[config.mk]
export PLATFORM = sky130hd
export DESIGN_NAME = exu_ctrl
export DESIGN_NICKNAME = d
export VERILOG_FILES = /design/src/exu_pkg.sv /design/src/exu_ctrl.sv
export SDC_FILE = /design/constraint.sdc
export NUM_CORES = 1
export LEC_CHECK = 0
export ABC_AREA = 1
export CAP_MARGIN = 25
export CORE_UTILIZATION = 52
export DETAILED_ROUTE_END_ITERATION = 12
export DONT_BUFFER_PORTS = 1
export PLACE_DENSITY_LB_ADDON = 0.1
export SETUP_SLACK_MARGIN = 0.02
export SLEW_MARGIN = 20
export SYNTH_ARGS = -nofsm -noshare
export SYNTH_HDL_FRONTEND = slang
export SYNTH_SLANG_ARGS = --single-unit
[constraint.sdc]
create_clock -name vclk -period 1.3
set_clock_uncertainty 0.1 [all_clocks]
set_input_delay 0.065 -clock vclk [all_inputs]
set_output_delay 0.065 -clock vclk [all_outputs]
set_load 0.01 [all_outputs]
[src/exu_pkg.sv]
package exu_pkg;

    localparam int xlen       = 64;
    localparam int reg_addr_w = 5;
    localparam int reg_num    = 32;
    localparam int mask_w     = xlen / 8;

    // abi register a0 carries the ebreak code
    localparam logic [reg_addr_w-1:0] reg_a0 = 5'd10;

    typedef enum logic [5:0] {
        op_add, op_sub, op_and, op_or, op_xor, op_sll, op_srl, op_sra, op_slt, op_sltu, op_mul,
        op_addi, op_andi, op_ori, op_xori, op_slli, op_srli, op_srai, op_slti,
        op_addw, op_subw, op_sllw, op_srlw, op_sraw, op_addiw, op_mulw,
        op_lui, op_auipc, op_jal, op_jalr,
        op_beq, op_bne, op_blt, op_bge, op_bltu, op_bgeu,
        op_lb, op_lbu, op_lh, op_lhu, op_lw, op_lwu, op_ld,
        op_sb, op_sh, op_sw, op_sd,
        op_ebreak, op_nop
    } exu_op_e;

    typedef enum logic [3:0] {
        alu_add, alu_sub, alu_and, alu_or, alu_xor,
        alu_sll, alu_srl, alu_sra, alu_slt, alu_sltu, alu_mul
    } alu_mode_e;

    typedef enum logic [1:0] {a_rs1, a_pc, a_zero} a_sel_e;
    typedef enum logic {b_rs2, b_imm} b_sel_e;
    typedef enum logic [1:0] {wb_alu, wb_mem, wb_pc4, wb_imm} wb_sel_e;
    typedef enum logic [1:0] {mem_none, mem_load, mem_store} mem_kind_e;
    typedef enum logic [1:0] {size_b, size_h, size_w, size_d} mem_size_e;
    typedef enum logic [1:0] {pc_seq, pc_jal, pc_jalr, pc_branch} pc_kind_e;
    typedef enum logic [2:0] {br_eq, br_ne, br_lt, br_ge, br_ltu, br_geu} br_cond_e;

    typedef struct packed {
        logic                  valid;
        logic [xlen-1:0]       pc;
        exu_op_e               op;
        logic [reg_addr_w-1:0] rd;
        logic [reg_addr_w-1:0] rs1;
        logic [reg_addr_w-1:0] rs2;
        logic [xlen-1:0]       imm;
    } exu_inst_t;

    typedef struct packed {
        a_sel_e    a_sel;
        b_sel_e    b_sel;
        alu_mode_e alu_mode;
        logic      word;
        wb_sel_e   wb_sel;
        logic      reg_we;
        mem_kind_e mem_kind;
        mem_size_e mem_size;
        logic      mem_signed;
        pc_kind_e  pc_kind;
        br_cond_e  br_cond;
        logic      halt;
    } exu_ctrl_t;

    typedef struct packed {
        logic                  en;
        logic [reg_addr_w-1:0] rd;
        logic [xlen-1:0]       data;
    } exu_wb_t;

endpackage

[src/exu_ctrl.sv]
`timescale 1ns/1ns

module exu_ctrl import exu_pkg::*; (
    input  exu_op_e   op,
    output exu_ctrl_t ctrl
);

    always_comb begin
        ctrl.a_sel      = a_rs1;
        ctrl.b_sel      = b_rs2;
        ctrl.alu_mode   = alu_add;
        ctrl.word       = op inside {op_addw, op_subw, op_sllw, op_srlw, op_sraw,
                                     op_addiw, op_mulw};
        ctrl.wb_sel     = wb_alu;
        ctrl.reg_we     = 1'b0;
        ctrl.mem_kind   = mem_none;
        ctrl.mem_size   = size_d;
        ctrl.mem_signed = op inside {op_lb, op_lh, op_lw};
        ctrl.pc_kind    = pc_seq;
        ctrl.br_cond    = br_eq;
        ctrl.halt       = 1'b0;

        // instruction class
        unique case (op)
            op_add, op_sub, op_and, op_or, op_xor, op_sll, op_srl, op_sra, op_slt, op_sltu,
            op_mul, op_addw, op_subw, op_sllw, op_srlw, op_sraw, op_mulw: begin
                ctrl.reg_we = 1'b1;
            end
            op_addi, op_andi, op_ori, op_xori, op_slli, op_srli, op_srai, op_slti,
            op_addiw: begin
                ctrl.b_sel  = b_imm;
                ctrl.reg_we = 1'b1;
            end
            op_lui: begin
                ctrl.a_sel  = a_zero;
                ctrl.b_sel  = b_imm;
                ctrl.wb_sel = wb_imm;
                ctrl.reg_we = 1'b1;
            end
            op_auipc: begin
                ctrl.a_sel  = a_pc;
                ctrl.b_sel  = b_imm;
                ctrl.reg_we = 1'b1;
            end
            op_jal: begin
                ctrl.a_sel   = a_pc;
                ctrl.b_sel   = b_imm;
                ctrl.wb_sel  = wb_pc4;
                ctrl.reg_we  = 1'b1;
                ctrl.pc_kind = pc_jal;
            end
            op_jalr: begin
                ctrl.b_sel   = b_imm;
                ctrl.wb_sel  = wb_pc4;
                ctrl.reg_we  = 1'b1;
                ctrl.pc_kind = pc_jalr;
            end
            op_beq, op_bne, op_blt, op_bge, op_bltu, op_bgeu: begin
                ctrl.pc_kind  = pc_branch;
                ctrl.alu_mode = (op inside {op_bltu, op_bgeu}) ? alu_sltu : alu_sub;
            end
            op_lb, op_lbu, op_lh, op_lhu, op_lw, op_lwu, op_ld: begin
                ctrl.b_sel    = b_imm;
                ctrl.wb_sel   = wb_mem;
                ctrl.reg_we   = 1'b1;
                ctrl.mem_kind = mem_load;
            end
            op_sb, op_sh, op_sw, op_sd: begin
                ctrl.b_sel    = b_imm;
                ctrl.mem_kind = mem_store;
            end
            op_ebreak: begin
                ctrl.a_sel = a_zero;
                ctrl.halt  = 1'b1;
            end
            default: ctrl.a_sel = a_zero;
        endcase

        // alu function, branch condition and access size
        unique case (op)
            op_sub, op_subw:          ctrl.alu_mode = alu_sub;
            op_and, op_andi:          ctrl.alu_mode = alu_and;
            op_or, op_ori:            ctrl.alu_mode = alu_or;
            op_xor, op_xori:          ctrl.alu_mode = alu_xor;
            op_sll, op_slli, op_sllw: ctrl.alu_mode = alu_sll;
            op_srl, op_srli, op_srlw: ctrl.alu_mode = alu_srl;
            op_sra, op_srai, op_sraw: ctrl.alu_mode = alu_sra;
            op_slt, op_slti:          ctrl.alu_mode = alu_slt;
            op_sltu:                  ctrl.alu_mode = alu_sltu;
            op_mul, op_mulw:          ctrl.alu_mode = alu_mul;
            op_bne:                   ctrl.br_cond  = br_ne;
            op_blt:                   ctrl.br_cond  = br_lt;
            op_bge:                   ctrl.br_cond  = br_ge;
            op_bltu:                  ctrl.br_cond  = br_ltu;
            op_bgeu:                  ctrl.br_cond  = br_geu;
            op_lb, op_lbu, op_sb:     ctrl.mem_size = size_b;
            op_lh, op_lhu, op_sh:     ctrl.mem_size = size_h;
            op_lw, op_lwu, op_sw:     ctrl.mem_size = size_w;
            default: ;
        endcase
    end

endmodule

==> results by group <==
Die
  – Core area: 1300 um^2
  – I/O pin cnt: 28
  – Die ar.: 1540 um^2
  – Initial core utilization: 0.554
  – Die span in y: a little under 40 um
  – Die W: between 30 and 40 um
  – Row cnt: 13

Cells and area
  – Syn-to-layout area delta: 26.6%
  – CLK BUF: 0
  – Ant diodes: 0
  – Post-layout nets: between 150 and 200
  – Area of the multi-input gates: ~730 um^2
  – Filler Cell Count: about 130
  – Reg area: 0 um^2
  – Share of cells above drive strength 1: 0.225
  – Seq Cell Count: 0

Timing
  – RSZ-0062 raised after global routing: no
  – Max Clock Freq: 0.836 GHz
  – Setup tns final: 0 ns
  – Fin Hold WS: between 0.08 and 0.09 ns
  – Rel. slew slack: 0.727
  – Worst-margin pin slew: between 0.4 and 0.5 ns
  – Min Tclk post-route: between 1 and 1.5 ns
  – Final Hold Vio Count: 0
  – Final Setup Violations: 0
  – Slew Viols, Final: 0
  – Fin crit share: 0.921

Critical path
  – WP buf/inv: 2
  – CP max-delay cell: a21boi_0
  – CP Launch Type: primary input
  – Cell-by-cell trace of the critical path: inv_1 > nor2_2 > buf_4 > a21boi_0 > nor3_1 > nand2_1 > nor2_2
  – Critical Path AT: about 1 ns
  – Top delay family on crit path: simple AND/OR/NAND/NOR gates
  – Most frequent CP cell: nor2_2
  – CP Capture Type: output port
  – Required time of the critical path: roughly 1.1 ns
  – Critical path type: in2out
  – Worst-path fanout max: 8
  – CP peak stage delay: about 0.33 ns

Global routing
  – Initial antenna violation count: 0
  – Global-route wire length before repair: 3510 um
  – All-Layer GR Usage: 0.330
  – Largest net degree at the start of global routing: 17
  – Total congestion overflow: 0
  – Vias in the first global route: around 800

Placed design
  – HPWL after DPL: 1980 um
  – Port Buffers: 0
  – Final GP Congestion: 0.937

Clock tree
  – Hold buffers post-CTS: 0

Power
  – Max VDD drop: between 0.1 and 0.15 mV
  – P per Cell Area: between 200 and 300 nW/um^2
  – Tot Pwr: between 0.0002 and 0.00025 W
  – Pleak: around 0.6 nW

Synth
  – Syn avg cell area: 4.29 um^2
  – Synth Instances: 168
  – Sequential area share after synthesis: 0
  – Mapped Nets: between 150 and 200
  – Synth unique cells: 13
  – Synth warn: 0
  – Synth Cell Area: between 700 and 800 um^2

Status
  – Status: finished, final reports clean

Routing
  – DR WL/cell: approximately 14 um
  – Total Wirelength: around 2600 um
  – Initial DRC Count: between 100 and 150
  – Via count: 1,178
  – Post-route ant nets: 0
  – Post-route DRC: 0
  – Drt pass-1 iters: 5
  – Vias/cell: around 6.1

Flow run
  – Max_cap viols: 0

Worst hold path
  – Min-Delay Path Class: in2out
[power breakdown]
| part | switching [W] | total (W) | internal (W) |
|---|---|---|---|
| combinational | 0.000168 | 0.000248 | 0.0000793 |
| sequential | 0 | 0 | 0 |
| clock | 0 | 0 | 0 |
| total | 0.000168 | 0.000248 | 0.0000793 |
[metal layers]
layer | up-vias | share of wire | track usage
met5 | - | 0 | 0
met1 | 514 | 0.41 | 0.453
li1 | 565 | - | -
met4 | 0 | 0.0038 | 0.0603
met3 | 4 | 0.11 | 0.0405
met2 | 95 | 0.47 | 0.546
[area by class of cell]
cell class / instances / share of cell area
Inverter: 17 / 0.0741
Multi-Input combinational cell: 148 / 0.798
Tap cell: 15 / 0.0206
Timing Repair Buffer: 13 / 0.107
[kinds of logic after synthesis]
kind of cell	share of synthesized area
and+or+nand+nor	0.825
AOI/OAI and AO/OA	0.0660
buffers and inverters	0.109
[what timing repair did]
action / 4_1_cts / 5_1_grt
buffers inserted: 0 / 3
hold endpoints to repair: 0 / 0
setup endpoints to repair: 3 / 10
gates cloned: 0 / 0
pin swaps: 0 / 6
resized for setup: 1 / 26
[cell usage after synthesis]
master / instances / area, um^2
nand4_1: 2 / 12.5
o21ai_0: 2 / 10.0
nand3b_1: 1 / 7.51
nand3_1: 33 / 165
buf_2: 3 / 15.0
inv_1: 17 / 63.8
o211ai_1: 2 / 15.0
nand2_1: 60 / 225
nor3_1: 5 / 25.0
nor2_2: 5 / 31.3
a21oi_1: 3 / 15.0
nor2_1: 34 / 128
a21boi_0: 1 / 7.51
[worst paths after layout]
path | depth (start not counted) | endpoint | slack (ns) | startpoint
worst max-delay path | 7 | ctrl[21] | 0.10 | op[4]
worst min-delay path | 1 | ctrl[2] | 0.08 | op[1]
[placed cells by master, fill, tap and decap left out, drive strengths merged]
| master | netlist | routed |
|---|---|---|
| nand2 | 60 | 60 |
| nor2 | 39 | 39 |
| nand3 | 33 | 33 |
| inv | 17 | 16 |
| buf | 3 | 13 |
| nor3 | 5 | 5 |
| a21oi | 3 | 3 |
| o211ai | 2 | 2 |
| o21ai | 2 | 2 |
| nand4 | 2 | 2 |
| clkinvlp | 0 | 1 |
| a21boi | 1 | 1 |
| nand3b | 1 | 1 |
[metrics by stage]
stage                     setup slack [ns]   util  instance area [um^2]  cells
final                                0.103  0.701                   912    193
after floorplan                     0.0272      -                   721    168
after CTS                           0.0527  0.618                   805    190
after detailed placement           -0.0103  0.614                   800    190
after global routing                0.0160  0.701                   912    193
after global placement              0.0424  0.614                   800    190
No activity file was read; power rests on OpenSTA's default activity.
