<file path="src/exu_pkg.sv">
package exu_pkg;

    localparam int xlen       = 64;
    localparam int reg_addr_w = 5;
    localparam int reg_num    = 32;
    localparam int mask_w     = xlen / 8;

    // abi register a0 carries the ebreak code
    localparam logic [reg_addr_w-1:0] reg_a0 = 5'd10;

    typedef enum logic [5:0] {
        op_add, op_sub, op_and, op_or, op_xor, op_sll, op_srl, op_sra, op_slt, op_sltu, op_mul,
        op_addi, op_andi, op_ori, op_xori, op_slli, op_srli, op_srai, op_slti,
        op_addw, op_subw, op_sllw, op_srlw, op_sraw, op_addiw, op_mulw,
        op_lui, op_auipc, op_jal, op_jalr,
        op_beq, op_bne, op_blt, op_bge, op_bltu, op_bgeu,
        op_lb, op_lbu, op_lh, op_lhu, op_lw, op_lwu, op_ld,
        op_sb, op_sh, op_sw, op_sd,
        op_ebreak, op_nop
    } exu_op_e;

    typedef enum logic [3:0] {
        alu_add, alu_sub, alu_and, alu_or, alu_xor,
        alu_sll, alu_srl, alu_sra, alu_slt, alu_sltu, alu_mul
    } alu_mode_e;

    typedef enum logic [1:0] {a_rs1, a_pc, a_zero} a_sel_e;
    typedef enum logic {b_rs2, b_imm} b_sel_e;
    typedef enum logic [1:0] {wb_alu, wb_mem, wb_pc4, wb_imm} wb_sel_e;
    typedef enum logic [1:0] {mem_none, mem_load, mem_store} mem_kind_e;
    typedef enum logic [1:0] {size_b, size_h, size_w, size_d} mem_size_e;
    typedef enum logic [1:0] {pc_seq, pc_jal, pc_jalr, pc_branch} pc_kind_e;
    typedef enum logic [2:0] {br_eq, br_ne, br_lt, br_ge, br_ltu, br_geu} br_cond_e;

    typedef struct packed {
        logic                  valid;
        logic [xlen-1:0]       pc;
        exu_op_e               op;
        logic [reg_addr_w-1:0] rd;
        logic [reg_addr_w-1:0] rs1;
        logic [reg_addr_w-1:0] rs2;
        logic [xlen-1:0]       imm;
    } exu_inst_t;

    typedef struct packed {
        a_sel_e    a_sel;
        b_sel_e    b_sel;
        alu_mode_e alu_mode;
        logic      word;
        wb_sel_e   wb_sel;
        logic      reg_we;
        mem_kind_e mem_kind;
        mem_size_e mem_size;
        logic      mem_signed;
        pc_kind_e  pc_kind;
        br_cond_e  br_cond;
        logic      halt;
    } exu_ctrl_t;

    typedef struct packed {
        logic                  en;
        logic [reg_addr_w-1:0] rd;
        logic [xlen-1:0]       data;
    } exu_wb_t;

endpackage

</file>
<file path="src/exu_npc.sv">
`timescale 1ns/1ns

module exu_npc import exu_pkg::*; (
    input  exu_ctrl_t       ctrl,
    input  logic [xlen-1:0] pc,
    input  logic [xlen-1:0] imm,
    input  logic [xlen-1:0] alu_result,
    input  logic            zero,
    input  logic            lt,
    input  logic            ltu,
    output logic [xlen-1:0] dnpc
);

    logic            taken;
    logic [xlen-1:0] snpc;
    logic [xlen-1:0] tnpc;

    assign snpc = pc + 64'd4;
    assign tnpc = pc + imm;

    always_comb begin
        unique case (ctrl.br_cond)
            br_eq:   taken = zero;
            br_ne:   taken = !zero;
            br_lt:   taken = lt;
            br_ge:   taken = !lt;
            br_ltu:  taken = ltu;
            br_geu:  taken = !ltu;
            default: taken = 1'b0;
        endcase
    end

    always_comb begin
        unique case (ctrl.pc_kind)
            pc_jal:    dnpc = tnpc;
            pc_jalr:   dnpc = {alu_result[xlen-1:1], 1'b0};
            pc_branch: dnpc = taken ? tnpc : snpc;
            default:   dnpc = snpc;
        endcase
    end

endmodule

</file>
<file path="config.mk">
export PLATFORM = sky130hd
export DESIGN_NAME = exu_npc
export DESIGN_NICKNAME = d
export VERILOG_FILES = /design/src/exu_pkg.sv /design/src/exu_npc.sv
export SDC_FILE = /design/constraint.sdc
export NUM_CORES = 1
export LEC_CHECK = 0
export BUFFER_PORTS_ARGS = -buffer_cell sky130_fd_sc_hd__buf_2
export CAP_MARGIN = 20
export CORE_ASPECT_RATIO = 0.9
export CORE_MARGIN = 2
export CORE_UTILIZATION = 35
export DETAILED_ROUTE_END_ITERATION = 8
export GPL_TIMING_DRIVEN = 1
export PLACE_DENSITY = 0.62
export RECOVER_POWER = 100
export SETUP_SLACK_MARGIN = 0.2
export SLEW_MARGIN = 40
export SYNTH_ARGS = -nofsm -noshare
export SYNTH_HDL_FRONTEND = slang
export SYNTH_SLANG_ARGS = --single-unit
export TNS_END_PERCENT = 50
</file>
<file path="constraint.sdc">
create_clock -name vclk -period 3.6
set_clock_uncertainty 0.15 [all_clocks]
set_input_delay 0.18 -clock vclk [all_inputs]
set_output_delay 0.18 -clock vclk [all_outputs]
set_load 0.005 [all_outputs]
</file>
==> flow_metrics.tcl, run 1 <==
set metrics [dict create \
    yosysSeqAreaShare_pct 0 \
    grt_pass1_vias 7163 \
    fin_util_pct 45.9 \
    crit_chain "buf_2 > ha_1 > a21oi_1 > o21ai_0 > a21oi_1 > o211ai_1 > a221oi_1 > a21oi_2 > a211oi_2 > o21ai_0 > xnor2_1 > o221ai_1 > buf_2" \
    core_region_area_um2 16900 \
    clkPwrFrac_pct 0 \
    cp_num_buf_inv 2 \
    syn_nets 1217 \
    via_per_inst 5.64 \
    synth.distinct_cells 70 \
    crit_required_ns 3.27 \
    grt_pass1_wl_mm 37.5 \
    setup_viol 0 \
    end_kind "primary output" \
    fill_cells 1858 \
    combinationalPowerShare_pct 100.0 \
    clockBufferCount 0 \
    syn_area_per_cell_um2 6.47 \
    crit_fanout 8 \
    start_kind "primary input" \
    die_h_um 129 \
    fmax_ghz 0.297 \
    netlist_top_cells_area "ha_1 13%, xnor2_1 8.8%, xor2_1 8.2%" \
    drt_iter0_markers 570 \
    syn_inst 935 \
    final_hold_viol_count 0 \
    finalNonFillerCells 1393 \
    drv_slew 0 \
    p_sw_uw 776 \
    num_vias 7862 \
    dr.pass1.iters 5 \
    rsz0062_at_grt "yes" \
    synthDominantCellAreaShare_pct 13.2 \
    status "completed" \
    wl_per_cell_um 17.9 \
    period_needed_ns 3.37 \
    ant_nets 0 \
    io_buffers 263 \
    worst_slew_pin_slew_ns 0.916 \
    overflow 0 \
    swShare_pct 57.7 \
    nFlopsAndLatches 0 \
    antenna_cells 0 \
    arrival_ns 3.04 \
    slowest_delay_ns 0.45 \
    place_congestion 0.895 \
    yosys-top-cells-count "120 x nand2_1, 85 x a21oi_1, 82 x o21ai_0, 66 x nor2_1, 64 x ha_1" \
    antenna_found_initial 0 \
    fin_crit_sh_pct 93.6 \
    drv_cap 0 \
    hpwlAfterDp_mm 20.8 \
    die_x_um 143 \
    ioPinCount 281 \
    seq_area_um2 0 \
    place_ws_ns 0.0431 \
    multi_input_area_um2 5910 \
    area_delta_synth_final_pct 28.2 \
    routed_wl_mm 24.9 \
    netlist_area_um2 6050 \
    leakage_uw 0.00340 \
    p_per_area_nw_per_um2 173 \
    ys_warn_count 0 \
    hp-class "primary input to primary output" \
    max_slew_margin_pct 39.0 \
    dieArea_um2 18400 \
    design_area_um2 7760 \
    finalNetCount 1466 \
    dp_cells 1389 \
    slowest_stage "a221oi_1" \
    drive_gt1_share_pct 25.9 \
    max-vdd-ir-drop_v 0.0000595 \
    post_dp_cell_area_um2 7670 \
    grt_max_degree 34 \
    cp_top_family "compound AO/OA/AOI/OAI gates" \
    yosysMostFrequentCell "nand2_1" \
    internal-power_uw 568 \
    synth_top_cell_by_area "ha_1" \
    path_class "primary input to primary output" \
    drcViolationCount 0 \
    grt_usage_pct 25.0 \
    pwr-share-seq_pct 0 \
    layout_setup_ws_ns 0.231 \
    rows 45 \
    start_util_pct 35.8 \
    fin_setup_tns_ns 0 \
]
==> through the flow <==
| step | power, µW | hold slack [ns] |
|---|---|---|
| 2_1_floorplan | 799 | 0.261 |
| 3_3_place_gp | 1310 | 0.460 |
| 3_5_place_dp | 1310 | 0.463 |
| 4_1_cts | 1320 | 0.463 |
| 5_1_grt | 1480 | 0.498 |
| 6_report | 1340 | 0.463 |
==> worst paths after layout <==
check	from	endpoint	slack (ns)	cells after the start
worst min-delay path	alu_result[31]	dnpc[31]	0.46	4
worst max-delay path	pc[30]	dnpc[59]	0.23	13
==> cell families after synthesis <==
family	Yosys count	synth area share, %
buf+inv	70	4.76
simple gates	353	28.4
compound gates	317	34.2
fa+ha+maj	65	13.6
mux	12	2.07
xor+xnor	118	17.1
==> cells in the final DEF, fill, tap and decap left out, types with 28 or more instances in the layout <==
master / Yosys / final
clkbuf_1: 35 / 41
buf_4: 0 / 30
buf_2: 12 / 223
o21ai_0: 82 / 81
nand2_1: 120 / 119
a22oi_1: 28 / 28
a21oi_1: 85 / 78
nand4_1: 34 / 34
xor2_1: 57 / 57
xnor2_1: 61 / 61
nor2_1: 66 / 64
ha_1: 64 / 56
nand3_1: 43 / 43
==> area by class of cell <==
type	instances	area share, %
Tap cell	211	3.40
Inverter	18	0.871
Timing Repair Buffer	299	19.6
Multi-Input combinational cell	865	76.1
==> per-layer routing <==
metal	share of wire (%)	global-route usage (%)	vias up
met5	0	0	-
met4	1.1	2.68	0
met3	5.3	0.968	16
met2	45	41.9	262
met1	49	36.8	3611
li1	-	-	3973
==> power groups by stage <==
stage / combinational [µW] / clock [µW] / sequential [µW]
2_1_floorplan: 799 / 0 / 0
3_3_place_gp: 1310 / 0 / 0
3_5_place_dp: 1310 / 0 / 0
4_1_cts: 1320 / 0 / 0
5_1_grt: 1480 / 0 / 0
6_report: 1340 / 0 / 0
==> repair_timing <==
item / in CTS / in global routing
pin swaps: 3 / 9
buffers inserted: 0 / 4
endpoints found under the setup margin: 12 / 21
hold buffers: 0 / 0
resized for setup: 4 / 31
(Power assumes the default switching activity.)
==> run 2: changes to the inputs <==
Settings changed: CELL_PAD_IN_SITES_DETAIL_PLACEMENT set to 1, CELL_PAD_IN_SITES_GLOBAL_PLACEMENT set to 1, CORE_UTILIZATION 35 to 33, PLACE_DENSITY 0.62 to 0.83.
==> flow_metrics.tcl, run 2 (same netlist as run 1, synthesis figures left out) <==
set metrics [dict create \
    status "completed" \
    leakage_uw 0.00350 \
    grt_pass1_wl_mm 43.0 \
    rows 46 \
    p_per_area_nw_per_um2 176 \
    ioPinCount 281 \
    overflow 0 \
    finalNetCount 1475 \
    drcViolationCount 0 \
    wl_per_cell_um 19.5 \
    drive_gt1_share_pct 28.0 \
    seq_area_um2 0 \
    area_delta_synth_final_pct 30.6 \
    drv_slew 0 \
    fmax_ghz 0.290 \
    drv_cap 0 \
    die_h_um 132 \
    period_needed_ns 3.44 \
    grt_max_degree 48 \
    grt_usage_pct 26.7 \
    final_common_cell "buf_2" \
    die_x_um 147 \
    fin_crit_sh_pct 95.6 \
    rsz0062_at_grt "yes" \
    max_slew_margin_pct 42.5 \
    timing.hold.ws_ns 0.473 \
    place_congestion 0.883 \
    top_layer "met4" \
    antenna_cells 0 \
    io_buffers 263 \
    crit_required_ns 3.27 \
    via_per_inst 5.74 \
    start_util_pct 34.0 \
    core_region_area_um2 17800 \
    wl_met1_mm 12.8 \
    setup_viol 0 \
    met3RoutedLength_mm 1.44 \
    dr.pass1.iters 5 \
    arrival_ns 3.11 \
    start_kind "primary input" \
    final_hold_viol_count 0 \
    fin_setup_tns_ns 0 \
    dieArea_um2 19400 \
    dp_cells 1422 \
    ant_nets 0 \
    drt_iter0_markers 607 \
    max-vdd-ir-drop_v 0.0000642 \
    hold_buffers 0 \
    routed_wl_mm 27.9 \
    finalNonFillerCells 1431 \
    crit_fanout 3 \
    multi_input_area_um2 5920 \
    fill_cells 2417 \
    nFlopsAndLatches 0 \
    path_class "primary input to primary output" \
    num_vias 8210 \
    worst_slew_pin_slew_ns 0.863 \
    hp-class "primary input to primary output" \
    grt_pass1_vias 8185 \
    clockBufferCount 0 \
    final_cell_mix "229 x buf_2, 119 x nand2_1, 80 x a21oi_1" \
    antenna_found_initial 0 \
    hpwlAfterDp_mm 23.4 \
    end_kind "primary output" \
    met2_length_mm 13.2 \
]
run 2: changes by cell type in the layout (fill, tap and decap cells not counted), sizes merged:
cell / change
buf: +17
clkbuf: -8
run 2: area by class of cell:
cell class	instances	area share (%)
multi-input combinational	865	74.9
timing repair buffer	308	20.4
tap	240	3.80
inverter	18	0.855
run 2: timing repair:
item / in CTS / in global routing
endpoints found under the setup margin: 16 / 22
setup buffers: 2 / 7
gates resized for setup: 7 / 45
pin swaps: 5 / 24
run 2: worst max-delay path, stage by stage:
cell and delay, ns:
buf_6 0.08, ha_4 0.13, inv_2 0.04, fa_2 0.39, nor2b_4 0.13, o211ai_2 0.11, a311oi_2 0.38, buf_4 0.17
o21ai_1 0.08, a21oi_1 0.37, o21ai_2 0.15, a21oi_2 0.24, a31oi_1 0.16, xor2_1 0.16, o21ai_0 0.19, buf_2 0.15
run 2: per-layer routing:
metal	vias up	track usage, %
met2	294	46.5
met1	3902	37.2
li1	3980	-
met5	-	0
met3	34	1.79
met4	0	3.61
run 2: final timing paths:
path	to	cells past startpoint	start
worst min-delay path	dnpc[31]	4	alu_result[31]
worst max-delay path	dnpc[50]	16	imm[0]
run 2: stage by stage:
| stage | total power (µW) | util, % | setup WS (ns) | instance area [µm²] |
|---|---|---|---|---|
| 2_1_floorplan | 799 | - | 0.544 | 6050 |
| 3_3_place_gp | 1310 | 43.5 | 0.0599 | 7730 |
| 3_5_place_dp | 1340 | 43.5 | 0.00931 | 7730 |
| 4_1_cts | 1350 | 43.7 | 0.188 | 7780 |
| 5_1_grt | 1520 | 44.4 | 0.0572 | 7900 |
| 6_report | 1390 | 44.4 | 0.157 | 7900 |
run 2: report_power, final:
part           leakage (µW)  switching [µW]  internal, µW
Combinational       0.00350             812           580
Clock                     0               0             0
Sequential                0               0             0
