File: src/exu_pkg.sv
package exu_pkg;

    localparam int xlen       = 64;
    localparam int reg_addr_w = 5;
    localparam int reg_num    = 32;
    localparam int mask_w     = xlen / 8;

    // abi register a0 carries the ebreak code
    localparam logic [reg_addr_w-1:0] reg_a0 = 5'd10;

    typedef enum logic [5:0] {
        op_add, op_sub, op_and, op_or, op_xor, op_sll, op_srl, op_sra, op_slt, op_sltu, op_mul,
        op_addi, op_andi, op_ori, op_xori, op_slli, op_srli, op_srai, op_slti,
        op_addw, op_subw, op_sllw, op_srlw, op_sraw, op_addiw, op_mulw,
        op_lui, op_auipc, op_jal, op_jalr,
        op_beq, op_bne, op_blt, op_bge, op_bltu, op_bgeu,
        op_lb, op_lbu, op_lh, op_lhu, op_lw, op_lwu, op_ld,
        op_sb, op_sh, op_sw, op_sd,
        op_ebreak, op_nop
    } exu_op_e;

    typedef enum logic [3:0] {
        alu_add, alu_sub, alu_and, alu_or, alu_xor,
        alu_sll, alu_srl, alu_sra, alu_slt, alu_sltu, alu_mul
    } alu_mode_e;

    typedef enum logic [1:0] {a_rs1, a_pc, a_zero} a_sel_e;
    typedef enum logic {b_rs2, b_imm} b_sel_e;
    typedef enum logic [1:0] {wb_alu, wb_mem, wb_pc4, wb_imm} wb_sel_e;
    typedef enum logic [1:0] {mem_none, mem_load, mem_store} mem_kind_e;
    typedef enum logic [1:0] {size_b, size_h, size_w, size_d} mem_size_e;
    typedef enum logic [1:0] {pc_seq, pc_jal, pc_jalr, pc_branch} pc_kind_e;
    typedef enum logic [2:0] {br_eq, br_ne, br_lt, br_ge, br_ltu, br_geu} br_cond_e;

    typedef struct packed {
        logic                  valid;
        logic [xlen-1:0]       pc;
        exu_op_e               op;
        logic [reg_addr_w-1:0] rd;
        logic [reg_addr_w-1:0] rs1;
        logic [reg_addr_w-1:0] rs2;
        logic [xlen-1:0]       imm;
    } exu_inst_t;

    typedef struct packed {
        a_sel_e    a_sel;
        b_sel_e    b_sel;
        alu_mode_e alu_mode;
        logic      word;
        wb_sel_e   wb_sel;
        logic      reg_we;
        mem_kind_e mem_kind;
        mem_size_e mem_size;
        logic      mem_signed;
        pc_kind_e  pc_kind;
        br_cond_e  br_cond;
        logic      halt;
    } exu_ctrl_t;

    typedef struct packed {
        logic                  en;
        logic [reg_addr_w-1:0] rd;
        logic [xlen-1:0]       data;
    } exu_wb_t;

endpackage

File: src/exu_lsu_align.sv
`timescale 1ns/1ns

module exu_lsu_align import exu_pkg::*; (
    input  exu_ctrl_t         ctrl,
    input  logic              valid,
    input  logic [xlen-1:0]   addr,
    input  logic [xlen-1:0]   store_src,
    input  logic [xlen-1:0]   mem_rdata,
    output logic [xlen-1:0]   mem_raddr,
    output logic              mem_ren,
    output logic [xlen-1:0]   mem_waddr,
    output logic [xlen-1:0]   mem_wdata,
    output logic [mask_w-1:0] mem_wmask,
    output logic              mem_wen,
    output logic [xlen-1:0]   load_data
);

    logic [2:0]        offset;
    logic [5:0]        lane_shift;
    logic [xlen-1:0]   st_val;
    logic [mask_w-1:0] size_mask;
    logic [xlen-1:0]   ld_lane;
    logic              is_store;

    assign offset     = addr[2:0];
    assign lane_shift = {offset, 3'b000};
    assign is_store   = (ctrl.mem_kind == mem_store);

    // store value trimmed to size, before lane shift
    always_comb begin
        unique case (ctrl.mem_size)
            size_b: begin
                st_val    = {56'b0, store_src[7:0]};
                size_mask = 8'h01;
            end
            size_h: begin
                st_val    = {48'b0, store_src[15:0]};
                size_mask = 8'h03;
            end
            size_w: begin
                st_val    = {32'b0, store_src[31:0]};
                size_mask = 8'h0f;
            end
            default: begin
                st_val    = store_src;
                size_mask = 8'hff;
            end
        endcase
    end

    assign mem_waddr = addr;
    assign mem_wdata = st_val << lane_shift;
    assign mem_wmask = is_store ? (size_mask << offset) : '0;
    assign mem_wen   = valid && is_store;

    assign mem_raddr = addr;
    assign mem_ren   = valid && (ctrl.mem_kind == mem_load);

    // lane moved down to bit 0
    assign ld_lane = mem_rdata >> lane_shift;

    always_comb begin
        unique case (ctrl.mem_size)
            size_b: load_data = {{56{ctrl.mem_signed & ld_lane[7]}}, ld_lane[7:0]};
            size_h: load_data = {{48{ctrl.mem_signed & ld_lane[15]}}, ld_lane[15:0]};
            size_w: load_data = {{32{ctrl.mem_signed & ld_lane[31]}}, ld_lane[31:0]};
            default: load_data = ld_lane;
        endcase
    end

endmodule

File: config.mk
export PLATFORM = sky130hd
export DESIGN_NAME = exu_lsu_align
export DESIGN_NICKNAME = d
export VERILOG_FILES = /design/src/exu_pkg.sv /design/src/exu_lsu_align.sv
export SDC_FILE = /design/constraint.sdc
export NUM_CORES = 1
export LEC_CHECK = 0
export BUFFER_PORTS_ARGS = -buffer_cell sky130_fd_sc_hd__buf_2
export CORE_AREA = 3 3 187 189
export DETAILED_ROUTE_END_ITERATION = 10
export DIE_AREA = 0 0 190 192
export SYNTH_ARGS = -nofsm -noshare
export SYNTH_HDL_FRONTEND = slang
export SYNTH_SLANG_ARGS = --single-unit
File: constraint.sdc
create_clock -name vclk -period 2.3
set_clock_uncertainty 0.2 [all_clocks]
set_input_delay 0.46 -clock vclk [all_inputs]
set_output_delay 0.46 -clock vclk [all_outputs]
set_load 0.1 [all_outputs]
==> flow_results.org, run 1 <==
** Outcome
- The flow ran to the end, but the final reports show violations.
- The checks that failed: setup timing.

** Timing
- On the final layout, the worst hold slack is 0.720 ns.
- Hold Fails Final Rpt :: 0
- Tmin final :: 2.83 ns
- At the pin with the least slew margin, the transition time is 0.489 ns.
- Relative slew slack :: a little under 70%
- Max-slew violations :: 0
- Final setup violation count :: ~130
- Final WS setup :: -0.530 ns
- Setup repair after global routing missed its margin :: true
- Based on the critical path, the design can be clocked at up to 353 MHz.
- Fraction of the cycle the final worst path needs :: 123%

** Die
- Initial Utilization :: 15.7%
- Vertical die dimension :: 192 microns
- Std cell rows :: between 60 and 70
- The core region is 0.0334 sq mm.
- Die area :: around 0.036 sq mm
- Measured along the x axis, the die boundary spans around 190 microns.
- 481 I/O pins were placed.

** Drt
- Avg WL per Cell :: roughly 24 microns
- The detailed router placed 7509 vias in this run.
- For this run, design rule violations remaining after detail routing come to 0.
- The final layout contains routed wiring with a total length of 37.5 mm.
- For this block, the initial DRC count from the detailed router was 380.
- After detailed routing, the number of vias per cell comes to 4.90.
- 1st-pass router iterations :: 4
- Once detail routing completed, the nets flagged for antenna violations numbered 0.

** Synthesis
- Post-synthesis cell type with the largest combined area :: sky130_fd_sc_hd__buf_4
- Mean post-synth cell area :: 6.64 sq um
- After technology mapping, the gate count stands at between 700 and 800.
- Most repeated cell in the gate-level netlist after synthesis :: sky130_fd_sc_hd__buf_4
- The synthesized design devotes to its leading area cell type 18.9% of total area.
- Most frequent cells after synthesis :: 132 x sky130_fd_sc_hd__buf_4, 90 x sky130_fd_sc_hd__nand2_1, 69 x sky130_fd_sc_hd__mux2i_1
- Number of distinct library cells after synthesis :: 42
- Top cells by area, synth :: sky130_fd_sc_hd__buf_4 19%, sky130_fd_sc_hd__mux2i_1 13%, sky130_fd_sc_hd__nand2_1 6.4%, sky130_fd_sc_hd__mux4_2 6.0%, sky130_fd_sc_hd__a21oi_1 4.8%
- Counting every net in the synthesized netlist gives 1005.
- Post-Syn Area :: 0.00524 sq mm
- Number of warning messages in the yosys log :: 0
- Summing the sequential cell areas from Yosys gives 0% of the chip area.

** Layout
- Final standard cell area without fillers :: approximately 0.013 sq mm
- The layout has 3135 filler cells.
- Final sequential cell count :: 0
- Clock buffer count :: 0
- Ratio of cells with drive above 1 in the final layout :: 75.4%
- In the final design database the tool counted 1297 nets.
- Flip-flop and latch area :: 0 sq um
- The finished layout holds 1531 standard cells, fillers aside.
- The area growth from synthesis to layout is 150%.

** Power
- Total Power Consumption :: 4.90 mW
- IR analysis of the VDD net gives a maximum drop of between 200 and 300 uV.
- Summed over all cells, the static leakage comes to 5.28 nW.
- Power spread over the standard cell area amounts to 373 mW/mm^2.

** Min path
- Min-delay worst type :: input port to primary output

** Placed design
- The HPWL after detailed placement is 27.7 mm.
- Counting tap cells, the placed design contains a total of 1495 instances.
- At the placement stage, the worst setup path has a slack of -0.618 ns.
- Buffers on Ports :: between 200 and 300
- The congestion estimate from routability-driven global placement came to 0.865.
- Dpl cell area :: 0.0108 sq mm

** Worst setup path
- Buffer and inverter count on the worst path :: 3
- Kind of end point of the critical path :: primary output
- Along the worst path, the maximum fanout reaches 14.
- Worst path max stage delay :: ~0.54 ns
- The worst setup path is launched from an input port.
- Traced cell by cell, the critical path runs through clkbuf_16, mux2i_1, a22o_1, or4_4, buf_16, o211ai_1, buf_12.
- At the worst endpoint, the arrival time is about 2.2 ns.
- On the critical path, the stage with the largest delay is an instance of sky130_fd_sc_hd__or4_4.
- CP top delay family :: buffers and inverters
- The setup path with the least slack is of type input port to primary output.
- At the worst endpoint, the required time is 1.64 ns.

** GRT
- Across every metal layer, demand over resource in global routing totals 19.3%.
- The number of antenna violations at the first check in global routing was 5.
- Via count of the first global-routing pass :: between 7000 and 8000
- Global-route wire length before repair :: 52.8 mm
- Entering global routing, the biggest net connects between 40 and 50 pins.
- After global routing the overflow that remains totals 0.

** Run
- Across the run, the number of max-cap violations was 0.

** Clock network
- Post-CTS Hold Fix Bufs :: 0
stage by stage:
| step | TNS, ns | utilization (%) |
|---|---|---|
| global placement | -51.15 | 32.2 |
| global route | -57.28 | 39.3 |
| finish | -51.92 | 39.3 |
| floorplan | -74.61 | - |
| CTS | -46.51 | 37.9 |
| detailed placement | -52.08 | 32.2 |
area by class of cell:
class	count	area, sq um	area share [%]
Multi-Input combinational cell	565	6260	47.7
Antenna cell	3	7.51	0.0572
Timing Repair Buffer	503	6250	47.6
Tap cell	448	561	4.27
Inverter	12	55.1	0.419
power by group:
| part | internal [mW] | switching [mW] | total, mW |
|---|---|---|---|
| combinational | 1.91 | 2.99 | 4.90 |
| clock | 0.000000175 | 0 | 0.000000175 |
| sequential | 0 | 0 | 0 |
logic make-up after synthesis:
family / share of synthesized area, %
and+or+nand+nor: 25.3
buffers and inverters: 27.1
AOI/OAI and AO/OA: 24.1
muxes: 23.5
cell usage in the layout (no fill, tap or decap), drive strengths merged, types with 2 or more instances in the layout:
| cell | Yosys | routed |
|---|---|---|
| nand3b | 9 | 9 |
| nand3 | 5 | 5 |
| inv | 12 | 12 |
| mux4 | 14 | 14 |
| a31oi | 5 | 5 |
| a211oi | 21 | 21 |
| and2 | 16 | 16 |
| or2 | 3 | 3 |
| diode | 0 | 3 |
| o32a | 9 | 9 |
| mux2i | 69 | 69 |
| nand2 | 90 | 90 |
| a21oi | 50 | 50 |
| clkbuf | 35 | 2 |
| mux2 | 20 | 20 |
| o211ai | 16 | 16 |
| o2bb2ai | 14 | 14 |
| a2111oi | 2 | 2 |
| buf | 178 | 497 |
| nor2b | 14 | 14 |
| a221oi | 15 | 15 |
| a22oi | 2 | 2 |
| nand2b | 10 | 10 |
| nor2 | 49 | 49 |
| o32ai | 8 | 8 |
| nor3 | 40 | 40 |
| o21ai | 42 | 42 |
| bufbuf | 0 | 4 |
| nand4 | 34 | 34 |
layer usage:
metal / vias up / global-route usage (%) / share of wire, %
li1: 3352 / - / -
met1: 3634 / 19.7 / 34
met2: 385 / 37.5 / 53
met3: 134 / 2.83 / 6.6
met4: 4 / 10.3 / 7.0
met5: - / 0 / 0.056
final timing paths:
path | from | end | slack, ns | cells after the start
worst max-delay path | addr[0] | load_data[26] | -0.53 | 7
worst min-delay path | addr[3] | mem_raddr[3] | 0.72 | 0
repair_timing:
action,4_1_cts,5_1_grt
setup endpoints to repair,126,132
resized for setup,264,87
gates cloned,15,0
buffers inserted,34,13
pin swaps,87,42
(Power assumes the default switching activity.)
==> run 2, diff against run 1 <==
--- a/config.mk
+++ b/config.mk
@@ -6,9 +6,9 @@
 export NUM_CORES = 1
 export LEC_CHECK = 0
 export BUFFER_PORTS_ARGS = -buffer_cell sky130_fd_sc_hd__buf_2
-export CORE_AREA = 3 3 187 189
+export CORE_AREA = 2 2 186 188
 export DETAILED_ROUTE_END_ITERATION = 10
-export DIE_AREA = 0 0 190 192
+export DIE_AREA = 0 0 188 190
 export SYNTH_ARGS = -nofsm -noshare
 export SYNTH_HDL_FRONTEND = slang
 export SYNTH_SLANG_ARGS = --single-unit
==> flow_results.org, run 2 (synthesis results as in run 1) <==
** Timing
- The minimum clock period was 2.82 ns (-0.0124 ns).
- Tightest hold margin :: 0.720 ns (unchanged)
- Highest achievable clock rate :: 355 MHz (+0.44%)
- The final number of hold-violating endpoints was 0 (unchanged).
- Transition time at the pin with the least slew margin :: 0.686 ns (+0.197 ns)
- Max-slew violations :: 0 (unchanged)
- The headroom to the max-slew limit was 54.0% (-14 points).
- Setup repair after global routing missed its margin :: true
- The post-route fraction of the period consumed by the critical path is 122% (-0.54 points).
- Final setup violation count :: 126 (-3.8%)
- The setup slack of the critical path after layout came to -0.517 ns (+0.0124 ns).

** Worst setup path
- Buffer and inverter count on the worst path :: 3 (unchanged)
- CP Class :: input port to primary output
- The delay contributed by the slowest stage of the critical path is 0.69 ns (+0.15 ns).
- Slowest library cell on the worst path :: sky130_fd_sc_hd__or4_4
- In this design, the critical path's most frequently occurring cell is sky130_fd_sc_hd__buf_12.
- Ordered list of cells on the worst path :: clkbuf_16, nor2b_2, a211oi_4, or4_4, buf_12, o211ai_1, buf_12
- The maximum fanout along the worst path came to 17 (+3).
- Data required time of the critical path :: 1.64 ns (about the same)
- Grouping stages by cell kind, the critical path spends the most delay in simple AND/OR/NAND/NOR gates.
- STA classifies the critical path startpoint as an input port.
- STA classifies the critical path endpoint as a primary output.
- Critical path data arrival time :: 2.16 ns (about the same)

** Power
- The worst voltage drop across the vdd grid came to 218 uV (-17%).
- The leakage component of the power is 5.48 nW (+3.8%).
- The power share of the combinational group came to 100.0% (about the same).
- Cell-internal power :: 1.97 mW (+3.3%)
- Power per unit of standard cell area :: 368 mW/mm^2 (-1.2%)
- The clock share of power is 0% (unchanged).
- The sequential power share came to 0% (unchanged).
- Switching pwr :: 3.03 mW (+1.5%)
- Proportion of total power due to net switching :: 60.6% (-0.42 points)
- Total Power Consumption :: 5.01 mW (+2.2%)

** Drt
- Met1 Wirelength :: 13.0 mm (+3.1%)
- Number of vias after detailed routing :: 7693 (+2.5%)
- The sum of met2 wire segment lengths after detailed routing is 20.8 mm (+5.3%).
- Count of nets left with antenna violations after detail routing :: 0 (unchanged)
- Number of remaining DRC errors :: 0 (unchanged)
- The routed via count divided by cell count is 4.88 (-0.60%).
- Avg WL per Cell :: 24.6 microns (+0.57%)
- The total met3 wirelength after detailed routing is 2.62 mm (+5.2%).
- DRC marker count from the first detailed-route iteration :: 365 (-3.9%)
- Detailed-route wire length :: 38.9 mm (+3.7%)
- 1st-pass router iterations :: 5 (+1)
- Highest routed layer :: met5

** Layout
- The register area came to 0 sq um (unchanged).
- The count of clock-net buffers in the final layout came to 0 (unchanged).
- The number of sequential cells in the layout is 0 (unchanged).
- The number of fillers in the final layout was 3166 (+0.99%).
- The top cell types in the final layout, fill and taps aside, are 176 x sky130_fd_sc_hd__buf_12, 137 x sky130_fd_sc_hd__buf_2, 130 x sky130_fd_sc_hd__buf_4.
- The library cell used most frequently in the layout, excluding fill and tap cells, is sky130_fd_sc_hd__buf_12.
- The post-route non-filler standard cell count is 1578 (+3.1%).
- Relative to the synthesized area, the layout overhead comes to 159%.
- The final layout net count was 1333 (+2.8%).
- The fraction of final layout cells sized beyond drive strength 1 is 77.1% (+1.7 points).
- Area of the multi-input gates :: 0.00625 sq mm (-0.12%)

** Placed design
- Cell count after placement :: 1492 (-0.20%)
- The post-DP HPWL is 27.4 mm (-1.1%).
- Buffers on Ports :: 281 (unchanged)
- RD Place Congestion :: 0.877 (+1.4%)

** Die
- The number of placement rows is 68 (+1.5%).
- The area inside the core boundary came to 0.0339 sq mm (+1.5%).
- The starting density of the core was 15.4% (-0.23 points).
- Overall die width :: 188 microns (-1.1%)
- The area enclosed by the die boundary was 0.0357 sq mm (-2.1%).
- The die span in y was 190 microns (-1.0%).
- Total I/O pin count :: 481 (unchanged)

** GRT
- Maximum number of pins on one net before global-route repair :: 45 (-8.2%)
- The number of global-route vias before repair was 8038 (+0.54%).
- Total gr overflow :: 0 (unchanged)
- The wire length of the first global-routing pass came to 53.9 mm (+2.2%).
- Global Route Usage Sum :: 20.1% (+0.84 points)
- The number of antenna violations at the first check in global routing was 8 (+3).

** Run
- The number of max-capacitance violations reported is 0 (unchanged).

** Clock network
- Post-CTS Hold Fix Bufs :: 0 (unchanged)

** Min path
- The worst hold path belongs to the class input port to primary output.

** Outcome
- Status :: complete, but fails checks
- The checks that failed: setup timing.
-- run 2: layer usage --
layer  up-vias  track usage (%)
li1       3427                -
met1      3709             20.6
met2       412             38.2
met3       143             3.45
met4         2             12.1
met5         -                0
-- run 2: stage by stage --
step / setup slack, ns / area (sq um) / setup TNS, ns / util [%]
floorplan: -1.14 / 6600 / -74.61 / -
global placement: -0.651 / 10600 / -51.75 / 31.3
detailed placement: -0.676 / 10600 / -54.33 / 31.3
CTS: -0.481 / 12900 / -40.15 / 37.9
global route: -0.542 / 13600 / -47.66 / 40.0
finish: -0.517 / 13600 / -43.24 / 40.0
-- run 2: layout make-up --
type               count  area share, %
well taps            455           4.19
repair buffers       539           49.2
multi-input cells    565           46.0
inverters             12          0.460
diodes                 7          0.129
-- run 2: power by group through the flow --
stage | logic [mW] | registers (mW) | clock network [mW]
global placement | 4.30 | 0 | 0
detailed placement | 4.31 | 0 | 0
floorplan | 3.64 | 0 | 0
CTS | 4.84 | 0 | 0
finish | 5.01 | 0 | 0.000000409
global route | 5.15 | 0 | 0.000000292
-- run 2: worst paths after layout --
check / startpoint / endpoint / slack [ns] / depth (start not counted)
setup / recovery: addr[0] / load_data[26] / -0.52 / 7
hold / removal: addr[23] / mem_raddr[23] / 0.72 / 0
-- run 2: what timing repair did --
item / in CTS / in global routing
cloned: 18 / 2
endpoints found under the setup margin: 129 / 127
buffers inserted: 53 / 35
gates resized for setup: 285 / 114
pin swaps: 85 / 72
==> run 3, diff against run 2 <==
==> constraint.sdc (replaced) <==
create_clock -name vclk -period 2.3
set_clock_uncertainty 0.2 [all_clocks]
set_input_delay 0.46 -clock vclk [all_inputs]
set_output_delay 0.46 -clock vclk [all_outputs]
set_load 0.02 [all_outputs]
==> flow_results.org, run 3 (synthesis results as in run 1) <==
** Outcome
- Status :: complete, but fails checks
- Violated checks :: setup timing

** Timing
- The slew at the pin closest to its max-slew limit is 0.411 ns (-0.275 ns).
- Final sum of negative setup slack :: -28.49 ns (+14.75 ns)
- Tightest hold margin :: 0.720 ns (-0.0000430 ns)
- Tmin final :: 2.68 ns (-0.140 ns)
- Setup repair after global routing missed its margin :: true
- The maximum frequency from static timing analysis was 374 MHz (+5.2%).
- Relative slew slack :: 72.6% (+19 points)
- The number of pins with negative max-slew slack in the final report was 0 (unchanged).
- Hold Fails Final Rpt :: 0 (unchanged)
- The setup violation total in the final timing report came to 120 (-4.8%).
- Fraction of the cycle the final worst path needs :: 116% (-6.1 points)
- Final WS setup :: -0.377 ns (+0.140 ns)

** Worst setup path
- Critical path peak fanout :: 56 (+39)
- The delay contributed by the slowest stage of the critical path is 0.44 ns (-0.25 ns).
- The buffering stage count on the worst path with inverters included came to 3 (unchanged).
- Critical path launch point type :: input port
- Slowest library cell on the worst path :: sky130_fd_sc_hd__or4_4
- The data required time at the worst endpoint is 1.64 ns (about the same).
- Critical path data arrival time :: 2.02 ns (-0.14 ns)
- The signal on the critical path passes through clkbuf_16, mux2i_2, a22o_1, or4_4, buf_16, o211ai_1, buf_4.
- STA classifies the critical path endpoint as a primary output.
- CP top delay family :: buffers and inverters
- The critical path is of the input port to primary output type.

** Power
- Worst IR drop on VDD :: 120 uV (-45%)
- Power per unit of standard cell area :: 255 mW/mm^2 (-31%)
- The leakage component of the power was 4.48 nW (-18%).

** Layout
- Ratio of cells with drive above 1 in the final layout :: 71.1% (-6.0 points)
- From synthesis to final layout, the design area changed by 95.5%.
- The register area was 0 sq um (unchanged).
- Clock buffer count :: 0 (unchanged)
- Filler-free cell count of the finished design :: 1528 (-3.2%)
- The final layout net count was 1290 (-3.2%).
- The final antenna diode count came to 0 (-7).
- Final sequential cell count :: 0 (unchanged)
- Final standard cell area without fillers :: 0.0103 sq mm (-25%)
- Leaving out fill and tap cells, the most frequent cell in the layout is sky130_fd_sc_hd__buf_4.
- Top library cells by usage in the layout, fill and taps aside :: 207 x sky130_fd_sc_hd__buf_4, 154 x sky130_fd_sc_hd__buf_2, 93 x sky130_fd_sc_hd__buf_6

** GRT
- The maximum number of pins on one net before global-route repair was 57 (+27%).
- The total routing usage reported by global routing came to 17.3% (-2.8 points).
- Total gr overflow :: 0 (unchanged)
- The wire length of the first global-routing pass was 47.2 mm (-12%).
- Via count of the first global-routing pass :: 7338 (-8.7%)
- Number of antenna violations at the first check in global routing :: 1 (-7)

** Die
- The area inside the core boundary is 0.0339 sq mm (unchanged).
- Die area :: 0.0357 sq mm (unchanged)
- Vertical die dimension :: 190 microns (unchanged)
- The number of placement rows was 68 (unchanged).
- Overall die width :: 188 microns (unchanged)
- The count of pins on the block boundary was 481 (unchanged).
- Initial Utilization :: 15.4% (unchanged)

** Drt
- DRC marker count from the first detailed-route iteration :: 316 (-13%)
- Count of nets left with antenna violations after detail routing :: 0 (unchanged)
- The remaining routing DRC violations was 0 (unchanged).
- The routed via count divided by cell count was 4.76 (-2.4%).
- The detailed-routing iteration count for the pre-antenna-repair pass is 4 (-1).
- Detailed-route wire length :: 33.5 mm (-14%)
- Number of vias after detailed routing :: 7269 (-5.5%)
- The routed wirelength normalized by instance count is 21.9 microns (-11%).

** Placed design
- The number of placed cells counting well taps is 1498 (+0.40%).
- The quantity of I/O buffers inserted on ports is 281 (unchanged).
- RD Place Congestion :: 0.919 (+4.7%)
- Dpl cell area :: 0.00800 sq mm (-25%)
- The post-DP HPWL is 25.7 mm (-6.3%).

** Clock network
- The cts-stage hold buffer count came to 0 (unchanged).

** Min path
- In this run the worst hold path is classified as input port to primary output.

** Run
- Number of maximum-capacitance constraint violations :: 0 (unchanged)
-- run 3: cell count changes in the layout (fill, tap and decap cells not counted), sizes merged --
| cell | delta |
|---|---|
| buf | -41 |
| bufbuf | +1 |
| inv | +1 |
| diode | -7 |
| clkinv | -1 |
| clkbuf | -3 |
-- run 3: layout make-up --
class / instances / area (sq um)
Fill cell: 3587 / 23700
Multi-Input combinational cell: 565 / 5400
Timing Repair Buffer: 496 / 4230
Tap cell: 455 / 569
Inverter: 12 / 52.6
-- run 3: path summary, 6_finish.rpt --
path,slack [ns],endpoint,from,cells after the start
setup / recovery,-0.38,load_data[22],addr[0],7
hold / removal,0.72,mem_raddr[63],addr[63],0
-- run 3: stage by stage --
stage	util [%]	worst slack [ns]	power (mW)
floorplan	-	-0.218	1.44
global placement	23.6	-0.494	2.00
detailed placement	23.6	-0.436	2.01
CTS	28.5	-0.369	2.46
global route	30.2	-0.426	2.76
finish	30.2	-0.377	2.62
-- run 3: metal layers --
metal | share of wire, % | routed length [microns] | up-vias | global-route usage (%)
li1 | - | - | 3322 | -
met1 | 39 | 13000 | 3528 | 19.6
met2 | 51 | 17200 | 327 | 32.4
met3 | 5.1 | 1710 | 90 | 2.05
met4 | 4.8 | 1610 | 2 | 7.63
met5 | 0.048 | 16 | - | 0
-- run 3: where the power goes --
group          switching, mW  total [mW]  internal (mW)
Combinational           1.38        2.62           1.23
Sequential                 0           0              0
Clock                      0           0              0
-- run 3: what timing repair did --
action	CTS	global route
endpoints found under the hold margin	0	0
setup buffers	25	11
resized for setup	333	145
gates cloned	8	0
setup endpoints to repair	122	126
pin swaps	61	53
